## config.mk

```make
export PLATFORM = sky130hd
export DESIGN_NAME = rx_manager
export DESIGN_NICKNAME = d
export VERILOG_FILES = /design/src/eth_pkg.sv /design/src/rx_pkg.sv /design/src/rx_beat_if.sv /design/src/header_field_capture.sv /design/src/rx_byte_tracker.sv /design/src/rx_header_parse.sv /design/src/rx_packet_classifier.sv /design/src/rx_manager.sv
export VERILOG_INCLUDE_DIRS = /design/src /design/src/src
export SDC_FILE = /design/constraint.sdc
export NUM_CORES = 1
export LEC_CHECK = 0
export BUFFER_PORTS_ARGS = -buffer_cell sky130_fd_sc_hd__buf_2
export CORE_ASPECT_RATIO = 0.9
export CORE_UTILIZATION = 60
export CTS_BUF_LIST = sky130_fd_sc_hd__clkbuf_16
export DETAILED_ROUTE_END_ITERATION = 6
export HOLD_SLACK_MARGIN = 0.05
export MAX_ROUTING_LAYER = met4
export PLACE_DENSITY = 0.93
export SYNTH_ARGS = -nofsm -noshare
export SYNTH_HDL_FRONTEND = slang
export SYNTH_HIERARCHICAL = 1
export SYNTH_SLANG_ARGS = --single-unit
```

## constraint.sdc

```tcl
create_clock -name rx_xcvr_clk -period 12.58 [get_ports rx_xcvr_clk]
set_clock_uncertainty 0.1 [all_clocks]
set_input_delay 1.887 -clock rx_xcvr_clk [delete_from_list [all_inputs] [get_ports rx_xcvr_clk]]
set_output_delay 1.887 -clock rx_xcvr_clk [all_outputs]
set_load 0.02 [all_outputs]
```

## src/rx_config.svh

```systemverilog
`ifndef RX_CONFIG_SVH
`define RX_CONFIG_SVH

`define RX_BYTE_W            8
`define RX_OFFSET_W          6   // byte offset counter, saturates at 63

// byte offsets from the first byte of the ethernet frame
`define RX_OFS_DST_MAC       0
`define RX_OFS_SRC_MAC       6
`define RX_OFS_ETHERTYPE     12
`define RX_OFS_IP_VER_IHL    14
`define RX_OFS_IP_PROTO      23
`define RX_OFS_IP_SRC        26
`define RX_OFS_IP_DST        30
`define RX_OFS_UDP_DST_PORT  36
`define RX_OFS_UDP_LEN       38
`define RX_OFS_ARP_OPER      20
`define RX_OFS_ARP_SPA       28
`define RX_OFS_ARP_TPA       38

`define RX_MIN_FRAME_LEN     42  // eth + ip + udp headers, also covers the arp body

`define RX_ETHERTYPE_IPV4    16'h0800
`define RX_ETHERTYPE_ARP     16'h0806
`define RX_IP_PROTO_UDP      8'd17
`define RX_IPV4_VER_IHL      8'h45   // version 4, no options
`define RX_ARP_OPER_REQUEST  16'd1

`endif

```

## src/eth_pkg.sv

```systemverilog
`include "rx_config.svh"

package eth_pkg;

    // raw protocol fields as they sit on the wire, msb first

    typedef logic [`RX_BYTE_W-1:0] byte_t;

    typedef logic [47:0] mac_t;

    typedef logic [31:0] ip_t;

    // udp port, also used for other 16-bit words such as lengths
    typedef logic [15:0] port_t;

    typedef logic [15:0] ethertype_t;

    typedef logic [7:0] ip_proto_t;

endpackage

```

## src/rx_pkg.sv

```systemverilog
`include "rx_config.svh"

package rx_pkg;

    typedef logic [`RX_OFFSET_W-1:0] offset_t;

    typedef struct packed {
        eth_pkg::mac_t       dst_mac;
        eth_pkg::mac_t       src_mac;
        eth_pkg::ethertype_t ethertype;
        eth_pkg::byte_t      ver_ihl;
        eth_pkg::ip_proto_t  ip_proto;
        eth_pkg::ip_t        ip_src;
        eth_pkg::ip_t        ip_dst;
        eth_pkg::port_t      udp_dst_port;
        eth_pkg::port_t      udp_len;
        eth_pkg::port_t      arp_oper;
        eth_pkg::ip_t        arp_spa;
        eth_pkg::ip_t        arp_tpa;   // ip and arp fields overlap, both are captured
    } header_fields_t;

    typedef struct packed {
        header_fields_t hdr;
        logic           error;
        offset_t        last_ofs;   // offset of the eop byte
    } parsed_packet_t;

    typedef struct packed {
        eth_pkg::mac_t mac;
        eth_pkg::ip_t  ip;
    } arp_reply_t;

    typedef struct packed {
        eth_pkg::port_t length;
        eth_pkg::ip_t   ip;
        eth_pkg::mac_t  mac;
    } udp_status_t;

endpackage

```

## src/rx_beat_if.sv

```systemverilog
`timescale 1ns/10ps

// one registered stream byte tagged with its position in the frame
interface rx_beat_if;

    eth_pkg::byte_t  data;
    logic            valid;
    logic            sop;
    logic            eop;
    logic            error;
    rx_pkg::offset_t offset;

    modport src (output data, valid, sop, eop, error, offset);

    modport dst (input data, valid, sop, eop, error, offset);

endinterface

```

## src/header_field_capture.sv

```systemverilog
`timescale 1ns/10ps
`include "rx_config.svh"

module header_field_capture #(
    parameter type field_t   = eth_pkg::byte_t,
    parameter int  FIELD_OFS = 0
) (
    input  logic   rx_xcvr_clk,
    input  logic   rx_sync_rst,
    rx_beat_if.dst beat,
    output field_t field
);

    localparam int FIELD_W     = $bits(field_t);
    localparam int FIELD_BYTES = FIELD_W / `RX_BYTE_W;
    localparam rx_pkg::offset_t OFS_FIRST = rx_pkg::offset_t'(FIELD_OFS);
    localparam rx_pkg::offset_t OFS_LAST  = rx_pkg::offset_t'(FIELD_OFS + FIELD_BYTES - 1);

    logic                            in_window;
    logic [FIELD_W+`RX_BYTE_W-1:0]   shifted;

    assign in_window = beat.valid && (beat.offset >= OFS_FIRST) && (beat.offset <= OFS_LAST);
    assign shifted   = {field, beat.data};   // network order, first byte ends up on top

    always_ff @(posedge rx_xcvr_clk)
    begin
        if (rx_sync_rst)
            field <= '0;
        else if (in_window)
            field <= shifted[FIELD_W-1:0];
    end

endmodule

```

## src/rx_byte_tracker.sv

```systemverilog
`timescale 1ns/10ps

module rx_byte_tracker (
    input  logic           rx_xcvr_clk,
    input  logic           rx_sync_rst,
    input  eth_pkg::byte_t st_rx_data,
    input  logic           st_rx_valid,
    input  logic           st_rx_startofpacket,
    input  logic           st_rx_endofpacket,
    input  logic           st_rx_error,
    rx_beat_if.src         beat
);

    logic            in_frame_q;
    logic            in_frame;
    logic            take;
    rx_pkg::offset_t next_ofs;

    assign in_frame = in_frame_q | st_rx_startofpacket;   // sop opens the frame at once
    assign take     = st_rx_valid & in_frame;
    assign next_ofs = (beat.offset == '1) ? beat.offset : beat.offset + 1'b1;

    always_ff @(posedge rx_xcvr_clk)
    begin
        if (rx_sync_rst)
        begin
            in_frame_q <= 1'b0;
            beat.valid <= 1'b0;
        end
        else
        begin
            beat.valid <= take;
            if (take)
                in_frame_q <= ~st_rx_endofpacket;
        end
    end

    // beat payload only moves on accepted bytes
    always_ff @(posedge rx_xcvr_clk)
    begin
        if (take)
        begin
            beat.data   <= st_rx_data;
            beat.sop    <= st_rx_startofpacket;
            beat.eop    <= st_rx_endofpacket;
            beat.error  <= st_rx_error;
            beat.offset <= st_rx_startofpacket ? '0 : next_ofs;
        end
    end

endmodule

```

## src/rx_header_parse.sv

```systemverilog
`timescale 1ns/10ps
`include "rx_config.svh"

module rx_header_parse (
    input  logic                   rx_xcvr_clk,
    input  logic                   rx_sync_rst,
    rx_beat_if.dst                 beat,
    output logic                   pkt_done,
    output rx_pkg::parsed_packet_t pkt
);

    rx_pkg::header_fields_t fields;
    logic                   err_q;
    logic                   done_q;
    rx_pkg::offset_t        last_ofs_q;
    logic                   eop_beat;

    assign eop_beat = beat.valid & beat.eop;

    header_field_capture #(.field_t(eth_pkg::mac_t), .FIELD_OFS(`RX_OFS_DST_MAC)) i_dst_mac (
        .rx_xcvr_clk(rx_xcvr_clk), .rx_sync_rst(rx_sync_rst), .beat(beat),
        .field(fields.dst_mac));

    header_field_capture #(.field_t(eth_pkg::mac_t), .FIELD_OFS(`RX_OFS_SRC_MAC)) i_src_mac (
        .rx_xcvr_clk(rx_xcvr_clk), .rx_sync_rst(rx_sync_rst), .beat(beat),
        .field(fields.src_mac));

    header_field_capture #(
        .field_t(eth_pkg::ethertype_t), .FIELD_OFS(`RX_OFS_ETHERTYPE)) i_ethertype (
        .rx_xcvr_clk(rx_xcvr_clk), .rx_sync_rst(rx_sync_rst), .beat(beat),
        .field(fields.ethertype));

    header_field_capture #(.field_t(eth_pkg::byte_t), .FIELD_OFS(`RX_OFS_IP_VER_IHL)) i_ver_ihl (
        .rx_xcvr_clk(rx_xcvr_clk), .rx_sync_rst(rx_sync_rst), .beat(beat),
        .field(fields.ver_ihl));

    header_field_capture #(.field_t(eth_pkg::ip_proto_t), .FIELD_OFS(`RX_OFS_IP_PROTO)) i_proto (
        .rx_xcvr_clk(rx_xcvr_clk), .rx_sync_rst(rx_sync_rst), .beat(beat),
        .field(fields.ip_proto));

    header_field_capture #(.field_t(eth_pkg::ip_t), .FIELD_OFS(`RX_OFS_IP_SRC)) i_ip_src (
        .rx_xcvr_clk(rx_xcvr_clk), .rx_sync_rst(rx_sync_rst), .beat(beat),
        .field(fields.ip_src));

    header_field_capture #(.field_t(eth_pkg::ip_t), .FIELD_OFS(`RX_OFS_IP_DST)) i_ip_dst (
        .rx_xcvr_clk(rx_xcvr_clk), .rx_sync_rst(rx_sync_rst), .beat(beat),
        .field(fields.ip_dst));

    header_field_capture #(.field_t(eth_pkg::port_t), .FIELD_OFS(`RX_OFS_UDP_DST_PORT)) i_port (
        .rx_xcvr_clk(rx_xcvr_clk), .rx_sync_rst(rx_sync_rst), .beat(beat),
        .field(fields.udp_dst_port));

    header_field_capture #(.field_t(eth_pkg::port_t), .FIELD_OFS(`RX_OFS_UDP_LEN)) i_udp_len (
        .rx_xcvr_clk(rx_xcvr_clk), .rx_sync_rst(rx_sync_rst), .beat(beat),
        .field(fields.udp_len));

    header_field_capture #(.field_t(eth_pkg::port_t), .FIELD_OFS(`RX_OFS_ARP_OPER)) i_arp_oper (
        .rx_xcvr_clk(rx_xcvr_clk), .rx_sync_rst(rx_sync_rst), .beat(beat),
        .field(fields.arp_oper));

    header_field_capture #(.field_t(eth_pkg::ip_t), .FIELD_OFS(`RX_OFS_ARP_SPA)) i_arp_spa (
        .rx_xcvr_clk(rx_xcvr_clk), .rx_sync_rst(rx_sync_rst), .beat(beat),
        .field(fields.arp_spa));

    header_field_capture #(.field_t(eth_pkg::ip_t), .FIELD_OFS(`RX_OFS_ARP_TPA)) i_arp_tpa (
        .rx_xcvr_clk(rx_xcvr_clk), .rx_sync_rst(rx_sync_rst), .beat(beat),
        .field(fields.arp_tpa));

    always_ff @(posedge rx_xcvr_clk)
    begin
        if (rx_sync_rst)
        begin
            done_q <= 1'b0;
            err_q  <= 1'b0;
        end
        else
        begin
            done_q <= eop_beat;
            if (beat.valid)
                err_q <= beat.sop ? beat.error : (err_q | beat.error);   // sticky per packet
        end
    end

    always_ff @(posedge rx_xcvr_clk)
    begin
        if (eop_beat)
            last_ofs_q <= beat.offset;
    end

    // the capture registers took the eop byte on the same edge as done_q,
    // and the earliest next sop byte lands one edge later, so the fields
    // stay frozen for exactly the pkt_done cycle
    assign pkt_done     = done_q;
    assign pkt.hdr      = fields;
    assign pkt.error    = err_q;
    assign pkt.last_ofs = last_ofs_q;

endmodule

```

## src/rx_packet_classifier.sv

```systemverilog
`timescale 1ns/10ps
`include "rx_config.svh"

module rx_packet_classifier (
    input  logic                   rx_xcvr_clk,
    input  logic                   rx_sync_rst,
    input  logic                   pkt_done,
    input  rx_pkg::parsed_packet_t pkt,
    input  eth_pkg::mac_t          local_mac,
    input  eth_pkg::ip_t           local_ip,
    input  eth_pkg::port_t         local_stream_1_port,
    input  eth_pkg::port_t         local_stream_2_port,
    input  logic                   tx_busy,
    output logic                   arp_reply_valid,
    output rx_pkg::arp_reply_t     arp_reply,
    output logic                   udp_status_valid,
    output rx_pkg::udp_status_t    udp_status,
    output logic                   select_udp_port
);

    logic common_ok;
    logic port_1_hit;
    logic port_2_hit;
    logic arp_hit;
    logic udp_hit;

    // mac filter, broadcast always passes
    assign common_ok = !pkt.error
                    && (pkt.last_ofs >= rx_pkg::offset_t'(`RX_MIN_FRAME_LEN - 1))
                    && ((pkt.hdr.dst_mac == local_mac) || (pkt.hdr.dst_mac == '1));

    assign port_1_hit = (pkt.hdr.udp_dst_port == local_stream_1_port);
    assign port_2_hit = (pkt.hdr.udp_dst_port == local_stream_2_port);

    assign arp_hit = common_ok
                  && (pkt.hdr.ethertype == `RX_ETHERTYPE_ARP)
                  && (pkt.hdr.arp_oper == `RX_ARP_OPER_REQUEST)
                  && (pkt.hdr.arp_tpa == local_ip)
                  && !tx_busy;   // no reply slot while tx is busy

    assign udp_hit = common_ok
                  && (pkt.hdr.ethertype == `RX_ETHERTYPE_IPV4)
                  && (pkt.hdr.ver_ihl == `RX_IPV4_VER_IHL)   // options not supported
                  && (pkt.hdr.ip_proto == `RX_IP_PROTO_UDP)
                  && (pkt.hdr.ip_dst == local_ip)
                  && (port_1_hit || port_2_hit)
                  && (pkt.hdr.udp_len != '0);

    always_ff @(posedge rx_xcvr_clk)
    begin
        if (rx_sync_rst)
        begin
            arp_reply_valid  <= 1'b0;
            udp_status_valid <= 1'b0;
            select_udp_port  <= 1'b0;
        end
        else
        begin
            arp_reply_valid  <= pkt_done & arp_hit;
            udp_status_valid <= pkt_done & udp_hit;
            if (pkt_done && udp_hit)
                select_udp_port <= port_2_hit;   // stream 2 wins if both ports match
        end
    end

    always_ff @(posedge rx_xcvr_clk)
    begin
        if (pkt_done && arp_hit)
        begin
            arp_reply.mac <= pkt.hdr.src_mac;
            arp_reply.ip  <= pkt.hdr.arp_spa;
        end
        if (pkt_done && udp_hit)
        begin
            udp_status.length <= pkt.hdr.udp_len;
            udp_status.ip     <= pkt.hdr.ip_src;
            udp_status.mac    <= pkt.hdr.src_mac;
        end
    end

endmodule

```

## src/rx_manager.sv

```systemverilog
`timescale 1ns/10ps

module rx_manager (
    input  logic           rx_xcvr_clk,
    input  logic           rx_sync_rst,
    input  eth_pkg::byte_t st_rx_data,
    input  logic           st_rx_valid,
    input  logic           st_rx_startofpacket,
    input  logic           st_rx_endofpacket,
    input  logic           st_rx_error,
    output logic           st_rx_ready,
    input  eth_pkg::mac_t  local_mac,
    input  eth_pkg::ip_t   local_ip,
    input  eth_pkg::port_t local_stream_1_port,
    input  eth_pkg::port_t local_stream_2_port,
    input  logic           tx_busy,
    output logic           arp_to_tx_valid,
    output eth_pkg::mac_t  arp_to_tx_mac,
    output eth_pkg::ip_t   arp_to_tx_ip,
    output logic           udp_status_valid,
    output eth_pkg::port_t udp_status_length,
    output eth_pkg::ip_t   udp_status_ip,
    output eth_pkg::mac_t  udp_status_mac,
    output logic           select_udp_port
);

    rx_beat_if              beat_if ();
    logic                   pkt_done;
    rx_pkg::parsed_packet_t pkt;
    rx_pkg::arp_reply_t     arp_reply;
    rx_pkg::udp_status_t    udp_status;

    assign st_rx_ready = 1'b1;   // every byte is consumed, no back-pressure

    rx_byte_tracker i_tracker (
        .rx_xcvr_clk         (rx_xcvr_clk),
        .rx_sync_rst         (rx_sync_rst),
        .st_rx_data          (st_rx_data),
        .st_rx_valid         (st_rx_valid),
        .st_rx_startofpacket (st_rx_startofpacket),
        .st_rx_endofpacket   (st_rx_endofpacket),
        .st_rx_error         (st_rx_error),
        .beat                (beat_if.src)
    );

    rx_header_parse i_parse (
        .rx_xcvr_clk (rx_xcvr_clk),
        .rx_sync_rst (rx_sync_rst),
        .beat        (beat_if.dst),
        .pkt_done    (pkt_done),
        .pkt         (pkt)
    );

    rx_packet_classifier i_classify (
        .rx_xcvr_clk         (rx_xcvr_clk),
        .rx_sync_rst         (rx_sync_rst),
        .pkt_done            (pkt_done),
        .pkt                 (pkt),
        .local_mac           (local_mac),
        .local_ip            (local_ip),
        .local_stream_1_port (local_stream_1_port),
        .local_stream_2_port (local_stream_2_port),
        .tx_busy             (tx_busy),
        .arp_reply_valid     (arp_to_tx_valid),
        .arp_reply           (arp_reply),
        .udp_status_valid    (udp_status_valid),
        .udp_status          (udp_status),
        .select_udp_port     (select_udp_port)
    );

    assign arp_to_tx_mac     = arp_reply.mac;
    assign arp_to_tx_ip      = arp_reply.ip;
    assign udp_status_length = udp_status.length;
    assign udp_status_ip     = udp_status.ip;
    assign udp_status_mac    = udp_status.mac;

endmodule

```

==> impl_results.md <==
* Post-Syn Area at ~0.021 mm²
* Logic pwr share at between 3 and 4%
* Reg area at 0.0122 mm²
* Hold Path Origin: i_parse/i_ip_src/field[26]
* Outcome: completed
* Top area cells in the synthesized netlist: dfxtp_1 (29%), edfxtp_1 (28%), mux2i_1 (11%)
* Die ar. at 0.0361 mm²
* Int Power at 0.00255 W
* Worst setup path class: in -> reg
* # port buffers at approximately 300
* Fmax at 205 MHz
* Switching share of power at 22.1%
* CP Launch Type: input port
* EDFF count, synth at roughly 200
* Worst-path clk slew at 70 ps
* Initial core utilization at between 60 and 70%
* Count of pins over their slew limit at 0
* Area of the multi-input gates at around 0.0084 mm²
* Post-Syn Nets at 1855
* Ports at between 300 and 400
* Reg power frac at a little over half
* # diodes at 0
* Post-detailed-placement half-perimeter wirelength at roughly 33000 µm
* Total design power at 0.00327 W
* Drt first pass iters at 6
* Distinct cells, synth at 63
* Fin area at ~0.024 mm²
* Hold Slack at between 300 and 400 ps
* CP Data Required Time at 12670 ps
* CTS Buffer Depth at 3
* Vias in the first global route at 14.5k
* Final-layout fill cell count at around 2.4k
* Hold endpoint: i_classify/udp_status[74]
* Worst-Margin Slew at between 1000 and 1500 ps
* Critical path endpoint category: flip-flop
* Hold crit path type: reg -> reg
* DRT iter0 DRCs at about 1.2k
* Fin crit period at around 4900 ps
* Worst Reg-to-Reg Cells at 7
* Initial antenna violation count at 0
* Setup Fix Bufs, Post-CTS at 0
* Met1 Wirelength at between 20000 and 25000 µm
* Area leader, netlist: dfxtp_1
* Post-Place Cell Area at around 0.023 mm²
* Setup_tns at 0 ps
* Post-Route WL at approximately 51000 µm
* Fin crit share at between 30% and 40%
* Crit-path max FO at 79
* RSZ-0062 raised after global routing: false
* CTS tree: built
* Worst r2r dst: i_classify/udp_status[5]
* Clock Latency Late Sink at 580 ps
* Seq/Total Area, Yosys at 57.5%
* Routed met3 length at about 3000 µm
* PwrDens at around 130 mW/mm²
* Tot GR Track Use at roughly 29%
* Synthesis-to-finish area growth at 14.9%
* Worst VDD drop at approximately 0.098 mV
* Post-CTS sizing at 0
* Drc violations at 0
* Share of cells above drive strength 1 at between 20% and 30%
* Max transition margin at a little over a fifth
* Top cell type's share of synthesized area at about 29%
* R2r setup slk at between 8000 and 9000 ps
* Post-Synthesis Cells at about 1.7k
* Clock root cell: clkbuf_16
* YS warnings at 6
* Metal2 WL at 25200 µm
* Final net count at 2128
* GRT overflow at 0
* Syn Area/Cell at approximately 12 µm²
* FF+latch count, synth at 510
* Row Count at 64
* Core Area at around 0.034 mm²
* Min-Delay Path Depth at 0
* Final hold violation count at 0
* # clock sinks at roughly 500
* Wire length per cell at 20.4 µm
* Arrival time at the worst endpoint at roughly 5000 ps
* Leakage at 8.92 nW
* Max cap viols at 0
* Via count at roughly 14k
* First-pass GRT wire length at around 80000 µm
* Most frequent cells in the layout: nand2b_1 (328), dfxtp_1 (311), buf_2 (304)
* Largest net degree at the start of global routing at 162
* Commonest non-fill, non-tap cell in the layout: nand2b_1
* Clk network pwr share at about 43%
* Vert. Die Dim at around 180 µm
* Cts bufs inserted at between 40 and 50
* Final setup fails at 0
* Uppermost layer routed: met4
* P_sw at 0.000722 W
* H-tree levels at 2
* Synth Flop Type: dfxtp_1
* Avg Vias per Cell at roughly 5.8
* Async SR Flop Fraction at 0%
* CTS Hold Bufs at 0
* Reg2Reg Launch Point: i_parse/i_dst_mac/field[0]
* Routed Antenna Nets at 0
* Die width at ~200 µm
* RD Place Congestion at approximately 0.93
==> per-layer routing <==
layer  global-route usage, %  up-vias
met5                       -        -
met4                    9.91        0
met3                    3.47      108
met2                    48.2      627
met1                    36.3     7015
li1                        -     6725
==> synthesized netlist by cell type, drive strengths merged (2+ instances only) <==
library cell  count
nor4             39
nand2b          329
nor3              4
buf              49
o21ai            26
o211ai           48
clkbuf           46
and4bb            4
mux2i           240
or3b              2
nor4b             9
xnor2            53
xor2             95
a21oi             4
a31oi            48
dfxtp           311
inv               2
nand3            57
and3b             3
or3               2
nand3b            5
nand4            33
edfxtp          199
a211oi            2
nor2b            12
and2              2
nand2            62
nand4b           12
and2b             2
and3              2
nor2             12
==> power by group through the flow <==
stage	Combinational (W)	Sequential (W)	Clock [W]
5_1_grt	0.000133	0.00173	0.00150
4_1_cts	0.000123	0.00173	0.00143
3_5_place_dp	0.000122	0.00177	0
6_report	0.000124	0.00173	0.00141
2_1_floorplan	0.0000797	0.00176	0
3_3_place_gp	0.000118	0.00177	0
==> sequential cells by signal (all words and copies together), names as in the netlist, 6 cells and up <==
signal                     flops
i_parse/i_dst_mac/field       48
i_parse/i_src_mac/field       48
i_parse/i_udp_len/field       16
i_parse/i_ethertype/field     16
i_parse/i_port/field          16
i_parse/i_ip_dst/field        32
i_parse/i_arp_spa/field       32
i_parse/i_ver_ihl/field        8
i_parse/i_arp_oper/field      16
i_tracker/beat.data            8
i_classify/arp_reply          80
i_classify/udp_status         96
i_parse/i_proto/field          8
i_parse/last_ofs_q             6
i_parse/i_ip_src/field        32
i_parse/i_arp_tpa/field       32
i_tracker/beat.offset          6
==> layout make-up <==
| class | instances | area share [%] |
|---|---|---|
| Sequential cell | 510 | 50.0 |
| Multi-Input combinational cell | 1120 | 34.6 |
| Timing Repair Buffer | 317 | 6.66 |
| Clock buffer | 49 | 5.03 |
| Tap cell | 462 | 2.37 |
| Clock inverter | 41 | 1.32 |
| Inverter | 2 | 0.0410 |
==> cell families after synthesis <==
logic type	share of synthesized area, %
other	0.0177
buffers and inverters	3.03
multiplexers	11.4
AO/OA/AOI/OAI	4.37
flip-flops	57.5
XOR/XNOR	6.20
AND/OR/NAND/NOR	17.4
adder cells (fa/ha/maj)	0.0589
==> how the worst max path moves through the flow <==
stage	slack, ps	to	from
after floorplan	4810	i_classify/arp_reply[0]	local_mac[40]
after global placement	7270	i_classify/udp_status[3]	local_mac[0]
after detailed placement	7180	i_classify/udp_status[14]	local_mac[0]
after CTS	7760	i_classify/udp_status[47]	local_mac[0]
after global routing	7690	i_classify/udp_status[5]	local_mac[0]
final	7700	i_classify/udp_status[5]	local_mac[0]
==> through the flow <==
stage	setup slack, ps	instances	util, %
after floorplan	4810	1727	-
after global placement	7270	2411	66.3
after detailed placement	7180	2411	66.3
after CTS	7760	2501	70.8
after global routing	7690	2501	70.8
final	7700	2501	70.8
==> critical path, cell delays in order <==
cell	delay, ps
buf_2	100
xor2_1	150
nor4_1	480
nand4_1	190
o31ai_2	470
nand4_1	440
inv_4	350
buf_4	840
Note: power is estimated with default switching activity, not from simulation.
